`src/design/robPkg.sv`:
```
/*
  ROB package
  Tag types shared by the reorder buffer side of the core.
  A tag names one ROB entry and travels on the common data bus
  as the identity of every broadcast result
*/
package robPkg;

  // Eight ROB entries in this core
  localparam int ROB_DEPTH = 8;

  // ROB entry number, used as the rename tag of a result
  typedef logic [$clog2(ROB_DEPTH)-1:0] robTag;

endpackage

```
`src/design/aluPkg.sv`:
```
/*
  ALU package
  Operand word type, the ALU operation encoding and the
  states of the broadcast stage behind the ALU
*/
package aluPkg;

  localparam int DATA_WIDTH = 32;
  localparam int SHIFT_BITS = 5;   // Shift amount taken from source 2

  // Signed operand and result word
  typedef logic signed [DATA_WIDTH-1:0] aluWord;

  // ALU operations, 4-bit encoding
  typedef enum logic [3:0] {
    opAdd,
    opSub,
    opAnd,
    opOr,
    opXor,
    opSlt,   // Signed set-less-than
    opSll,
    opSrl    // Logical right shift
  } aluOp;

  // Broadcast stage, stHold while the bus is taken by another unit
  typedef enum logic {
    stIdle,
    stHold
  } execState;

endpackage

```
`src/design/commonDataBus.sv`:
```
/*
  Common data bus
  One result broadcast per cycle, tagged with its ROB entry.
  The ALU broadcast stage drives it, every reservation station
  entry snoops it
*/
`timescale 1ns/1ps

interface commonDataBus;
  import robPkg::*;
  import aluPkg::*;

  logic   validBroadcast;  // One-cycle strobe
  robTag  robEntry;        // Producer tag
  aluWord result;          // Produced value

  modport broadcaster (
    output validBroadcast,
    output robEntry,
    output result
  );

  modport reservationStation (
    input validBroadcast,
    input robEntry,
    input result
  );

endinterface

```
`src/design/rsIssuePort.sv`:
```
/*
  Issue port
  Carries one decoded ALU instruction with its two source operands
  into the reservation station. Each source is either a ready value
  or the ROB tag that will produce it
*/
`timescale 1ns/1ps

interface rsIssuePort;
  import robPkg::*;
  import aluPkg::*;

  aluOp   aluControl;  // Operation
  robTag  robInstr;    // Destination ROB entry
  logic   ready1;      // Source 1 value valid
  aluWord value1;
  robTag  rob1;        // Source 1 producer when not ready
  logic   ready2;
  aluWord value2;
  robTag  rob2;

  modport issuer (
    output aluControl, robInstr,
    output ready1, value1, rob1,
    output ready2, value2, rob2
  );

  modport entry (
    input aluControl, robInstr,
    input ready1, value1, rob1,
    input ready2, value2, rob2
  );

endinterface

```
`src/design/aluRsEntry.sv`:
```
/*
  ALU reservation station entry
  Holds one instruction with its ROB tag and two operands.
  A missing operand is captured from the CDB when its producer tag
  is broadcast, also in the issue cycle itself. With both operands
  present the entry asks the selector for execution
*/
`timescale 1ns/1ps

module aluRsEntry (
  input  logic                            clk,
  input  logic                            rst,
  rsIssuePort.entry                       issue,
  commonDataBus.reservationStation        dataBus,
  input  logic                            writeReq,
  input  logic                            selected,
  input  logic                            clear,
  output logic                            busy,
  output logic                            selectReq,
  output robPkg::robTag                   instrRob,
  output aluPkg::aluOp                    instrInfo,
  output aluPkg::aluWord                  src1,
  output aluPkg::aluWord                  src2
);
  import robPkg::*;

  logic  op1Ready;   // Operand 1 value held
  logic  op2Ready;
  robTag src1Rob;    // Producer tags of pending operands
  robTag src2Rob;
  logic  match1;     // CDB hit on a pending operand
  logic  match2;
  logic  issueHit1;  // Operand broadcast in the issue cycle
  logic  issueHit2;

  // Two tag comparators for the stored sources, two for the issue fields
  always_comb begin
    match1    = dataBus.validBroadcast & busy & ~op1Ready & (dataBus.robEntry == src1Rob);
    match2    = dataBus.validBroadcast & busy & ~op2Ready & (dataBus.robEntry == src2Rob);
    issueHit1 = dataBus.validBroadcast & ~issue.ready1 & (dataBus.robEntry == issue.rob1);
    issueHit2 = dataBus.validBroadcast & ~issue.ready2 & (dataBus.robEntry == issue.rob2);
  end

  // Only registered readiness counts, so a new entry waits one cycle
  assign selectReq = busy & op1Ready & op2Ready;

  // Occupancy and operand flags
  always_ff @(posedge clk) begin
    if (rst || clear) begin
      busy     <= 1'b0;
      op1Ready <= 1'b0;
      op2Ready <= 1'b0;
    end else if (writeReq) begin
      busy     <= 1'b1;
      op1Ready <= issue.ready1 | issueHit1;
      op2Ready <= issue.ready2 | issueHit2;
    end else begin
      if (selected) busy <= 1'b0;  // Leaves for the ALU at this edge
      if (match1) op1Ready <= 1'b1;
      if (match2) op2Ready <= 1'b1;
    end
  end

  // Instruction fields and operand values
  always_ff @(posedge clk) begin
    if (writeReq) begin
      instrRob  <= issue.robInstr;
      instrInfo <= issue.aluControl;
      src1Rob   <= issue.rob1;
      src2Rob   <= issue.rob2;
      src1      <= issueHit1 ? dataBus.result : issue.value1;
      src2      <= issueHit2 ? dataBus.result : issue.value2;
    end else begin
      if (match1) src1 <= dataBus.result;  // Wakeup capture
      if (match2) src2 <= dataBus.result;
    end
  end

  // Selector must only write into a free entry
  writeOnlyWhenFree: assert property (
    @(posedge clk) disable iff (rst)
    writeReq |-> !busy
  ) else $error("aluRsEntry: write into busy entry, tag %0d lost", instrRob);

  // A grant needs a complete instruction
  selectOnlyWhenReady: assert property (
    @(posedge clk) disable iff (rst)
    selected |-> selectReq
  ) else $error("aluRsEntry: selected without both operands");

endmodule

```
`src/design/aluRsSelect.sv`:
```
/*
  Reservation station selector
  Fixed priority, lowest index first, in both directions.
  Issue goes to the lowest free entry, execution is granted to the
  lowest entry with both operands ready while the ALU accepts
*/
`timescale 1ns/1ps

module aluRsSelect #(
  parameter int ENTRIES = 4
) (
  input  logic                       clk,
  input  logic                       rst,
  input  logic [ENTRIES-1:0]         busy,
  input  logic [ENTRIES-1:0]         selectReq,
  input  logic                       issueValid,
  input  logic                       execute,
  output logic [ENTRIES-1:0]         writeReq,
  output logic [ENTRIES-1:0]         selected,
  output logic                       full,
  output logic                       grant,
  output logic [$clog2(ENTRIES)-1:0] grantIdx
);

  localparam int IDX_WIDTH = $clog2(ENTRIES);

  logic [ENTRIES-1:0] freeOne;   // One-hot lowest free entry
  logic [ENTRIES-1:0] readyOne;  // One-hot lowest requesting entry

  assign full = &busy;  // No free slot left

  // Scan downwards so the lowest hit is the last one kept
  always_comb begin
    freeOne  = '0;
    readyOne = '0;
    grantIdx = '0;
    for (int i = ENTRIES - 1; i >= 0; i--) begin
      if (!busy[i]) begin
        freeOne    = '0;
        freeOne[i] = 1'b1;
      end
      if (selectReq[i]) begin
        readyOne    = '0;
        readyOne[i] = 1'b1;
        grantIdx    = IDX_WIDTH'(i);
      end
    end
  end

  always_comb begin
    writeReq = freeOne & {ENTRIES{issueValid & ~full}};
    selected = readyOne & {ENTRIES{execute}};  // ALU stalled, nobody leaves
    grant    = |selected;
  end

  // One write and one grant per cycle at most
  singleWriteAndGrant: assert property (
    @(posedge clk) disable iff (rst)
    $onehot0(writeReq) && $onehot0(selected)
  ) else $error("aluRsSelect: more than one write or grant");

  // A rejected issue must not write any entry
  noIssueWhenFull: assert property (
    @(posedge clk) disable iff (rst)
    (issueValid && full) |-> !(|writeReq)
  ) else $error("aluRsSelect: entry filled by an issue seen while full");

endmodule

```
`src/design/aluExec.sv`:
```
/*
  ALU and CDB broadcast stage
  Granted operands are registered, the ALU result is registered one
  cycle later and then broadcast. An external broadcast has priority,
  the ALU result then waits in stHold and no new grant is given
*/
`timescale 1ns/1ps

module aluExec (
  input  logic                     clk,
  input  logic                     rst,
  input  logic                     flush,
  input  logic                     grant,
  input  aluPkg::aluOp             op,
  input  robPkg::robTag            rob,
  input  aluPkg::aluWord           a,
  input  aluPkg::aluWord           b,
  input  logic                     extCdbValid,
  input  robPkg::robTag            extCdbRob,
  input  aluPkg::aluWord           extCdbResult,
  output logic                     execute,
  commonDataBus.broadcaster        dataBus
);
  import robPkg::*;
  import aluPkg::*;

  execState state;
  execState stateNext;
  logic     exValid;    // Operand stage occupied
  aluOp     exOp;
  robTag    exRob;
  aluWord   exA;
  aluWord   exB;
  logic     resValid;   // Result register occupied
  robTag    resRob;
  aluWord   resValue;
  aluWord   aluResult;
  logic     stall;      // Result loses the bus this cycle

  assign stall   = resValid & extCdbValid;
  assign execute = (state == stIdle) & ~stall;  // Bubble also in the release cycle

  always_comb begin
    unique case (exOp)
      opAdd:   aluResult = exA + exB;
      opSub:   aluResult = exA - exB;
      opAnd:   aluResult = exA & exB;
      opOr:    aluResult = exA | exB;
      opXor:   aluResult = exA ^ exB;
      opSlt:   aluResult = (exA < exB) ? aluWord'(1) : '0;  // Signed compare
      opSll:   aluResult = exA << exB[SHIFT_BITS-1:0];
      opSrl:   aluResult = $unsigned(exA) >> exB[SHIFT_BITS-1:0];
      default: aluResult = '0;
    endcase
  end

  // Pipeline occupancy, frozen while the result waits
  always_ff @(posedge clk) begin
    if (rst || flush) begin
      exValid  <= 1'b0;
      resValid <= 1'b0;
    end else if (!stall) begin
      exValid  <= grant;
      resValid <= exValid;
    end
  end

  always_ff @(posedge clk) begin
    if (grant) begin  // Granted entry fields
      exOp <= op;
      exRob <= rob;
      exA  <= a;
      exB  <= b;
    end
    if (!stall && exValid) begin
      resRob   <= exRob;
      resValue <= aluResult;
    end
  end

  always_comb begin
    stateNext = state;
    unique case (state)
      stIdle: if (stall) stateNext = stHold;
      stHold: if (!extCdbValid) stateNext = stIdle;  // Held result goes out now
    endcase
  end

  always_ff @(posedge clk) begin
    if (rst || flush) state <= stIdle;
    else              state <= stateNext;
  end

  // External unit first, ALU result otherwise
  always_comb begin
    dataBus.validBroadcast = extCdbValid | resValid;
    dataBus.robEntry       = extCdbValid ? extCdbRob : resRob;
    dataBus.result         = extCdbValid ? extCdbResult : resValue;
  end

  // A displaced result stays intact until it reaches the bus
  heldResultKept: assert property (
    @(posedge clk) disable iff (rst || flush)
    stall |=> resValid && (resRob == $past(resRob)) && (resValue == $past(resValue))
  ) else $error("aluExec: held result for tag %0d overwritten", $past(resRob));

endmodule

```
`src/design/aluReservationStation.sv`:
```
/*
  ALU reservation station, top level
  ENTRIES entries share one issue port and snoop one CDB. The
  selector picks the entry to fill and the entry to execute, the
  granted entry's fields are steered into the ALU, whose broadcast
  stage drives the CDB together with the external result bus
*/
`timescale 1ns/1ps

module aluReservationStation #(
  parameter int ENTRIES = 4
) (
  input  logic           clk,
  input  logic           rst,
  input  logic           flush,
  input  logic           issueValid,
  input  aluPkg::aluOp   issueOp,
  input  robPkg::robTag  issueRob,
  input  logic           src1Ready,
  input  logic           src2Ready,
  input  aluPkg::aluWord src1Value,
  input  aluPkg::aluWord src2Value,
  input  robPkg::robTag  src1Rob,
  input  robPkg::robTag  src2Rob,
  output logic           full,
  input  logic           extCdbValid,
  input  robPkg::robTag  extCdbRob,
  input  aluPkg::aluWord extCdbResult,
  output logic           cdbValid,
  output robPkg::robTag  cdbRob,
  output aluPkg::aluWord cdbResult
);
  import robPkg::*;
  import aluPkg::*;

  logic [ENTRIES-1:0]         busy;
  logic [ENTRIES-1:0]         selectReq;
  logic [ENTRIES-1:0]         writeReq;
  logic [ENTRIES-1:0]         selected;
  robTag                      entRob [ENTRIES];   // Per-entry fields
  aluOp                       entOp [ENTRIES];
  aluWord                     entSrc1 [ENTRIES];
  aluWord                     entSrc2 [ENTRIES];
  logic                       grant;
  logic [$clog2(ENTRIES)-1:0] grantIdx;
  logic                       execute;   // ALU accepts a grant

  commonDataBus cdb ();
  rsIssuePort   issueBus ();  // Shared by all entries

  assign issueBus.aluControl = issueOp;
  assign issueBus.robInstr   = issueRob;
  assign issueBus.ready1     = src1Ready;
  assign issueBus.value1     = src1Value;
  assign issueBus.rob1       = src1Rob;
  assign issueBus.ready2     = src2Ready;
  assign issueBus.value2     = src2Value;
  assign issueBus.rob2       = src2Rob;

  for (genvar i = 0; i < ENTRIES; i++) begin : gEntry
    aluRsEntry i_entry (
      .clk       (clk),
      .rst       (rst),
      .issue     (issueBus),
      .dataBus   (cdb),
      .writeReq  (writeReq[i]),
      .selected  (selected[i]),
      .clear     (flush),
      .busy      (busy[i]),
      .selectReq (selectReq[i]),
      .instrRob  (entRob[i]),
      .instrInfo (entOp[i]),
      .src1      (entSrc1[i]),
      .src2      (entSrc2[i])
    );
  end

  aluRsSelect #(
    .ENTRIES (ENTRIES)
  ) i_select (
    .clk        (clk),
    .rst        (rst),
    .busy       (busy),
    .selectReq  (selectReq),
    .issueValid (issueValid),
    .execute    (execute),
    .writeReq   (writeReq),
    .selected   (selected),
    .full       (full),
    .grant      (grant),
    .grantIdx   (grantIdx)
  );

  // Granted entry steered into the ALU, don't care without grant
  aluExec i_exec (
    .clk          (clk),
    .rst          (rst),
    .flush        (flush),
    .grant        (grant),
    .op           (entOp[grantIdx]),
    .rob          (entRob[grantIdx]),
    .a            (entSrc1[grantIdx]),
    .b            (entSrc2[grantIdx]),
    .extCdbValid  (extCdbValid),
    .extCdbRob    (extCdbRob),
    .extCdbResult (extCdbResult),
    .execute      (execute),
    .dataBus      (cdb)
  );

  // CDB also leaves the station for the ROB
  assign cdbValid  = cdb.validBroadcast;
  assign cdbRob    = cdb.robEntry;
  assign cdbResult = cdb.result;

endmodule

```
`config.mk`:
```
export PLATFORM = sky130hd
export DESIGN_NAME = aluReservationStation
export DESIGN_NICKNAME = d
export VERILOG_FILES = /design/src/design/robPkg.sv /design/src/design/aluPkg.sv /design/src/design/commonDataBus.sv /design/src/design/rsIssuePort.sv /design/src/design/aluRsEntry.sv /design/src/design/aluRsSelect.sv /design/src/design/aluExec.sv /design/src/design/aluReservationStation.sv
export SDC_FILE = /design/constraint.sdc
export NUM_CORES = 1
export LEC_CHECK = 0
export BUFFER_PORTS_ARGS = -buffer_cell sky130_fd_sc_hd__clkbuf_2
export CAP_MARGIN = 20
export CORE_MARGIN = 3
export CORE_UTILIZATION = 65
export DETAILED_ROUTE_END_ITERATION = 10
export HOLD_SLACK_MARGIN = 0.05
export PLACE_DENSITY_LB_ADDON = 0.1
export RECOVER_POWER = 50
export SLEW_MARGIN = 10
export SYNTH_ARGS = -nofsm -noshare
export SYNTH_HDL_FRONTEND = slang
export SYNTH_HIERARCHICAL = 1
export SYNTH_SLANG_ARGS = --single-unit
```
`constraint.sdc`:
```
create_clock -name clk -period 13.8 [get_ports clk]
set_input_delay 1.38 -clock clk [delete_from_list [all_inputs] [get_ports clk]]
set_output_delay 1.38 -clock clk [all_outputs]
set_load 0.01 [all_outputs]
```
==> results of run 1 <==
==> power by group <==
| group | internal (mW) | switching, mW |
|---|---|---|
| clock | 0.611 | 0.492 |
| sequential | 1.46 | 0.00739 |
| combinational | 0.0883 | 0.111 |
==> path summary, 6_finish.rpt <==
kind | start | endpoint | slack, ps | cells after the start
worst max-delay path | extCdbValid | gEntry[3].i_entry/src1[13] | 5620 | 7
worst min-delay path | i_exec/exRob[2] | i_exec/resRob[2] | 420 | 0
worst max register to register | i_exec/exOp[0] | i_exec/resValue[31] | 6110 | 10
worst min register to register | i_exec/exRob[2] | i_exec/resRob[2] | 420 | 0
==> metrics by stage <==
stage | hold slack, ps | utilization (%) | instance area, µm² | power (mW)
floorplan | 400 | - | 27400 | 1.62
CTS | 419 | 72.4 | 29800 | 2.78
detailed placement | 406 | 69.2 | 28500 | 1.69
finish | 415 | 71.8 | 29600 | 2.77
global route | 421 | 71.8 | 29600 | 2.84
global placement | 403 | 69.2 | 28500 | 1.68
==> critical path, delay by kind of cell <==
family	cells	cell delay, ps
compound gates	1	2230
xor+xnor	1	200
buf+inv	3	2970
mux	1	1020
simple gates	1	500
==> area by class of cell <==
class	instances	area (µm²)	share of cell area, %
antenna	2	5.00	0.0169
tap	532	666	2.25
inverter	115	432	1.46
clock inverter	13	134	0.453
clock buffer	61	1160	3.94
sequential	429	12700	43.0
timing repair buffer	209	1080	3.64
multi-input combinational	1564	13400	45.2
==> cell families after synthesis <==
group	share of synthesized area [%]
compound gates	13.3
mux	21.2
flops	46.5
simple gates	7.02
buf+inv	4.68
fa+ha+maj	4.95
xor+xnor	2.37
==> cells in the mapped netlist (all sizes together) (31+ instances only) <==
cell type | number | area, µm²
nor3 | 31 | 155
mux4 | 79 | 1780
mux2i | 62 | 621
nand2b | 31 | 201
xor2 | 50 | 438
a211oi | 33 | 253
a21oi | 145 | 729
edfxtp | 414 | 12400
inv | 115 | 432
ha | 105 | 1310
nand2 | 89 | 334
clkbuf | 58 | 218
mux2 | 301 | 3390
o21ai | 135 | 676
buf | 77 | 632
nor2 | 150 | 563
==> metal layers <==
| metal | global-route usage, % | up-vias | wire length (µm) |
|---|---|---|---|
| met2 | 59.3 | 1330 | 39100 |
| met5 | 0 | - | 37 |
| met3 | 10.2 | 228 | 10100 |
| met1 | 53.1 | 10173 | 33900 |
| li1 | - | 8889 | - |
| met4 | 15.0 | 6 | 3530 |
==> state kept, by name (all words and copies together) (netlist names), 12 cells and up <==
name and flops:
gEntry.i_entry/instrInfo 16, gEntry.i_entry/instrRob 12, i_exec/exA 32, gEntry.i_entry/src2 128, gEntry.i_entry/src1Rob 12, i_exec/resValue 32, gEntry.i_entry/src1 128, gEntry.i_entry/src2Rob 12
i_exec/exB 32
==> results.cfg, run 1 <==
[floorplanning]
die-width_um = 211
io_pins = 156
rows = 74
dieArea_um2 = 44600
die_h_um = 211
initial_core_util_pct = 66.4
core_um2 = 41200

[synth]
ys_seq_elements = 429
syn_area_um2 = 27400
synth_nets = 2469
syn_area_per_cell_um2 = 12.2
ys.flop_type = edfxtp_1
async_reset_ff_share_pct = 0
ys_types = 77
synth_edf_count = 414
yosysWarnings = 6
syn_inst = 2243
ys_seq_area_share_pct = 46.5

[clocking]
cts_max_path_buffers = 3
cts_setup_buffers = 0
post_cts_resized = 0
clock-root-buffer = clkbuf_16
clock_latency_ps = 590
cts.reportedPaths.clkPinSlew_ps = 60
htreeDepth = 2
cts_made_buffers = 44
ctsHoldBuffers = 0
clock-sinks = 429
tritoncts = done

[worst_setup_path]
worstPathCellList = clkbuf_1, clkbuf_1, mux2_1, xor2_1, or4_1, o21ai_0, buf_4
max_stage_delay_ps = 2230
crit_type = in2reg
cp-start-kind = input port
slowest_stage = o21ai_0
cp-end-kind = flop
worst_path_most_repeated_cell = clkbuf_1
cp_max_fo = 40
worst_ep_required_time_ps = 14010
arrival_ps = 8390

[status]
violations = max-capacitance violations, max-slew violations
outcome = finished, violations left

[routing]
drc = 0
drtIter0Drc = 2572
ant_nets = 0
wirelength_um = 86600
drtPass1Iterations = 5
wl_per_cell_um = 29.6
vias = 20626
viasPerCell = 7.05

[layout]
mostFrequentLayoutCells = edfxtp_1, mux2_2, nor2_1
final_nets = 2589
area_growth_pct = 8.10
final_common_cell = edfxtp_1
final_layout_size_suffix_gt1_share_pct = 25.6
nFillCells = 2823
finalNonFillerCells = 2925

[placed_design]
port_buffers = 155
place_ws_ps = 8680
placed_cells = 2848
post-dp-hpwl_um = 61000
gp_congestion = 1.05

[timing]
worstMarginPinSlew_ps = 3810
slew_headroom_pct = -154
fin_skew_ps = 38.1
tns_ps = 0
hold_violations = 0
maxSlewViolCount = 506
final-setup-viol-count = 0
period_minus_slack_ps = 8180
max_freq_mhz = 122
fin_ws_ps = 5620
rsz0062_at_grt = false
fin_crit_sh_pct = 59.3

[global_route]
grt_max_degree = 95
grt_pass1_vias = 20400
grt_pass1_wl_um = 128000
antenna_found_initial = 5
grt-ovfl-total = 0
grt_use_total_pct = 38.6

[power]
p_leak_nw = 10.6
powerDensity_nw_per_um2 = 93.6
vdd_ir_drop_max_mv = 0.124

[job]
drv_cap = 18

[hold_path]
hp-class = reg2reg
Note: power is estimated with default switching activity, not from simulation.
==> inputs of run 2 (changes only) <==
--- a/config.mk
+++ b/config.mk
@@ -8,7 +8,7 @@
 export BUFFER_PORTS_ARGS = -buffer_cell sky130_fd_sc_hd__clkbuf_2
 export CAP_MARGIN = 20
 export CORE_MARGIN = 3
-export CORE_UTILIZATION = 65
+export CORE_UTILIZATION = 56
 export DETAILED_ROUTE_END_ITERATION = 10
 export HOLD_SLACK_MARGIN = 0.05
 export PLACE_DENSITY_LB_ADDON = 0.1
==> constraint.sdc (replaced) <==
create_clock -name clk -period 6.6 [get_ports clk]
set_input_delay 0.66 -clock clk [delete_from_list [all_inputs] [get_ports clk]]
set_output_delay 0.66 -clock clk [all_outputs]
set_load 0.01 [all_outputs]
==> run 2 against run 1 <==
The run still ends with max-capacitance violations, max-slew violations left. Sequential cell count is the same. Hold slack lost 78 ps. Die area grew 16%. Critical endpoint is now gEntry[2].i_entry/src2[15]. Critical path depth is the same. Via count shrank 2.2%. Register-to-register slack lost 4400 ps. Combinational power grew 100%. Design area grew 1.1%. First-iteration DRC count shrank 11%. Utilization shrank 9.6 points. Power grew 120%.
==> results.cfg, run 2 (same netlist as run 1, synthesis figures left out) <==
[worst_setup_path]
crit_type = in2reg
critPathLaunch = extCdbValid
worst_path_most_repeated_cell = clkbuf_1
r2r-start = gEntry[1].i_entry/busy
cp-start-kind = input port
slowest_stage = clkbuf_1
cp-end-kind = flop
worst_ep_required_time_ps = 6900
cp_max_fo = 28
worstPathCellList = clkbuf_2, clkbuf_1, or2_2, nand2b_1, o41ai_1, clkbuf_1, mux2_1
r2r_cells = 5
max_stage_delay_ps = 1660
arrival_ps = 5770

[routing]
viasPerCell = 6.69
drtPass1Iterations = 6
drtIter0Drc = 2299
ant_nets = 0
vias = 20166
wl_per_cell_um = 28.9
wirelength_um = 87000
drc = 0

[timing]
final-setup-viol-count = 0
fin_skew_ps = 27.3
fin_ws_ps = 1130
slew_headroom_pct = -109
period_minus_slack_ps = 5470
tns_ps = 0
fin_crit_sh_pct = 82.9
worstMarginPinSlew_ps = 3140
holdWs_ps = 338
max_freq_mhz = 183
maxSlewViolCount = 209
hold_violations = 0
rsz0062_at_grt = false

[global_route]
grt_pass1_wl_um = 129000
grt-ovfl-total = 0
grt_pass1_vias = 20077
antenna_found_initial = 1
grt_use_total_pct = 33.7
grt_max_degree = 70

[layout]
final_layout_size_suffix_gt1_share_pct = 25.2
final_common_cell = edfxtp_1
final_nets = 2590
n_antenna_cell = 0
regArea_um2 = 12700
multiInputGateArea_um2 = 13400
finalNonFillerCells = 3016
top_regs = gEntry.i_entry/src1 x128, gEntry.i_entry/src2 x128
utilization_pct = 62.2
stdcell_area_um2 = 29900
area_growth_pct = 9.25
nFillCells = 3917
mostFrequentLayoutCells = edfxtp_1, mux2_2, nor2_1

[clocking]
ctsHoldBuffers = 0
post_cts_resized = 0
clock-sinks = 429
htreeDepth = 2
tritoncts = done
clock-root-buffer = clkbuf_16
cts_setup_buffers = 0
cts_max_path_buffers = 3
cts_made_buffers = 47
cts.reportedPaths.clkPinSlew_ps = 60
clock_latency_ps = 590

[hold_path]
hp-start = issueRob[0]
holdPathStages = 1
hp-class = in2reg

[floorplanning]
initial_core_util_pct = 57.0
rows = 80
io_pins = 156
die-width_um = 227
die_h_um = 227
core_um2 = 48000
dieArea_um2 = 51600

[placed_design]
post-dp-hpwl_um = 61000
gp_congestion = 1.03
placed_cells = 2929
place_area_um2 = 28600
place_ws_ps = 2100
port_buffers = 155

[status]
outcome = finished, violations left
violations = max-capacitance violations, max-slew violations

[job]
drv_cap = 8

[power]
power_mw = 5.99
powerDensity_nw_per_um2 = 200
p_leak_nw = 10.7
vdd_ir_drop_max_mv = 0.269
[run 2: cell count changes in the layout (fill, tap and decap cells not counted), sizes merged]
cell	change
buf	+4
bufinv	+1
clkbuf	-12
clkinv	+13
clkinvlp	+1
diode	-2
inv	+3
[run 2: layout make-up]
class | instances | area share, %
Clock buffer | 55 | 4.10
Inverter | 115 | 1.44
Sequential cell | 429 | 42.6
Clock inverter | 31 | 0.745
Multi-Input combinational cell | 1564 | 44.9
Tap cell | 615 | 2.57
Timing Repair Buffer | 207 | 3.69
[run 2: metal layers]
| metal | global-route usage (%) | part of all wire, % |
|---|---|---|
| met5 | 0 | 0 |
| met4 | 12.2 | 3.9 |
| met3 | 5.34 | 7.8 |
| met2 | 53.5 | 46 |
| met1 | 47.4 | 42 |
[run 2: worst paths after layout]
check                                                      to  slack [ps]
worst max register to register                 i_exec/exB[17]        1690
worst min register to register               i_exec/resRob[1]         420
worst min-delay path            gEntry[2].i_entry/instrRob[0]         340
worst max-delay path               gEntry[2].i_entry/src2[15]        1130
[run 2: worst max-delay path: cells and delay by family]
kind                   cells  cell delay (ps)
multiplexers               1              430
AND/OR/NAND/NOR            2              750
AO/OA/AOI/OAI              1              560
buffers and inverters      3             3290
[run 2: power by group]
group,switching (mW),internal (mW)
Clock,1.11,1.41
Sequential,0.0153,3.05
Combinational,0.224,0.181
Total,1.35,4.64
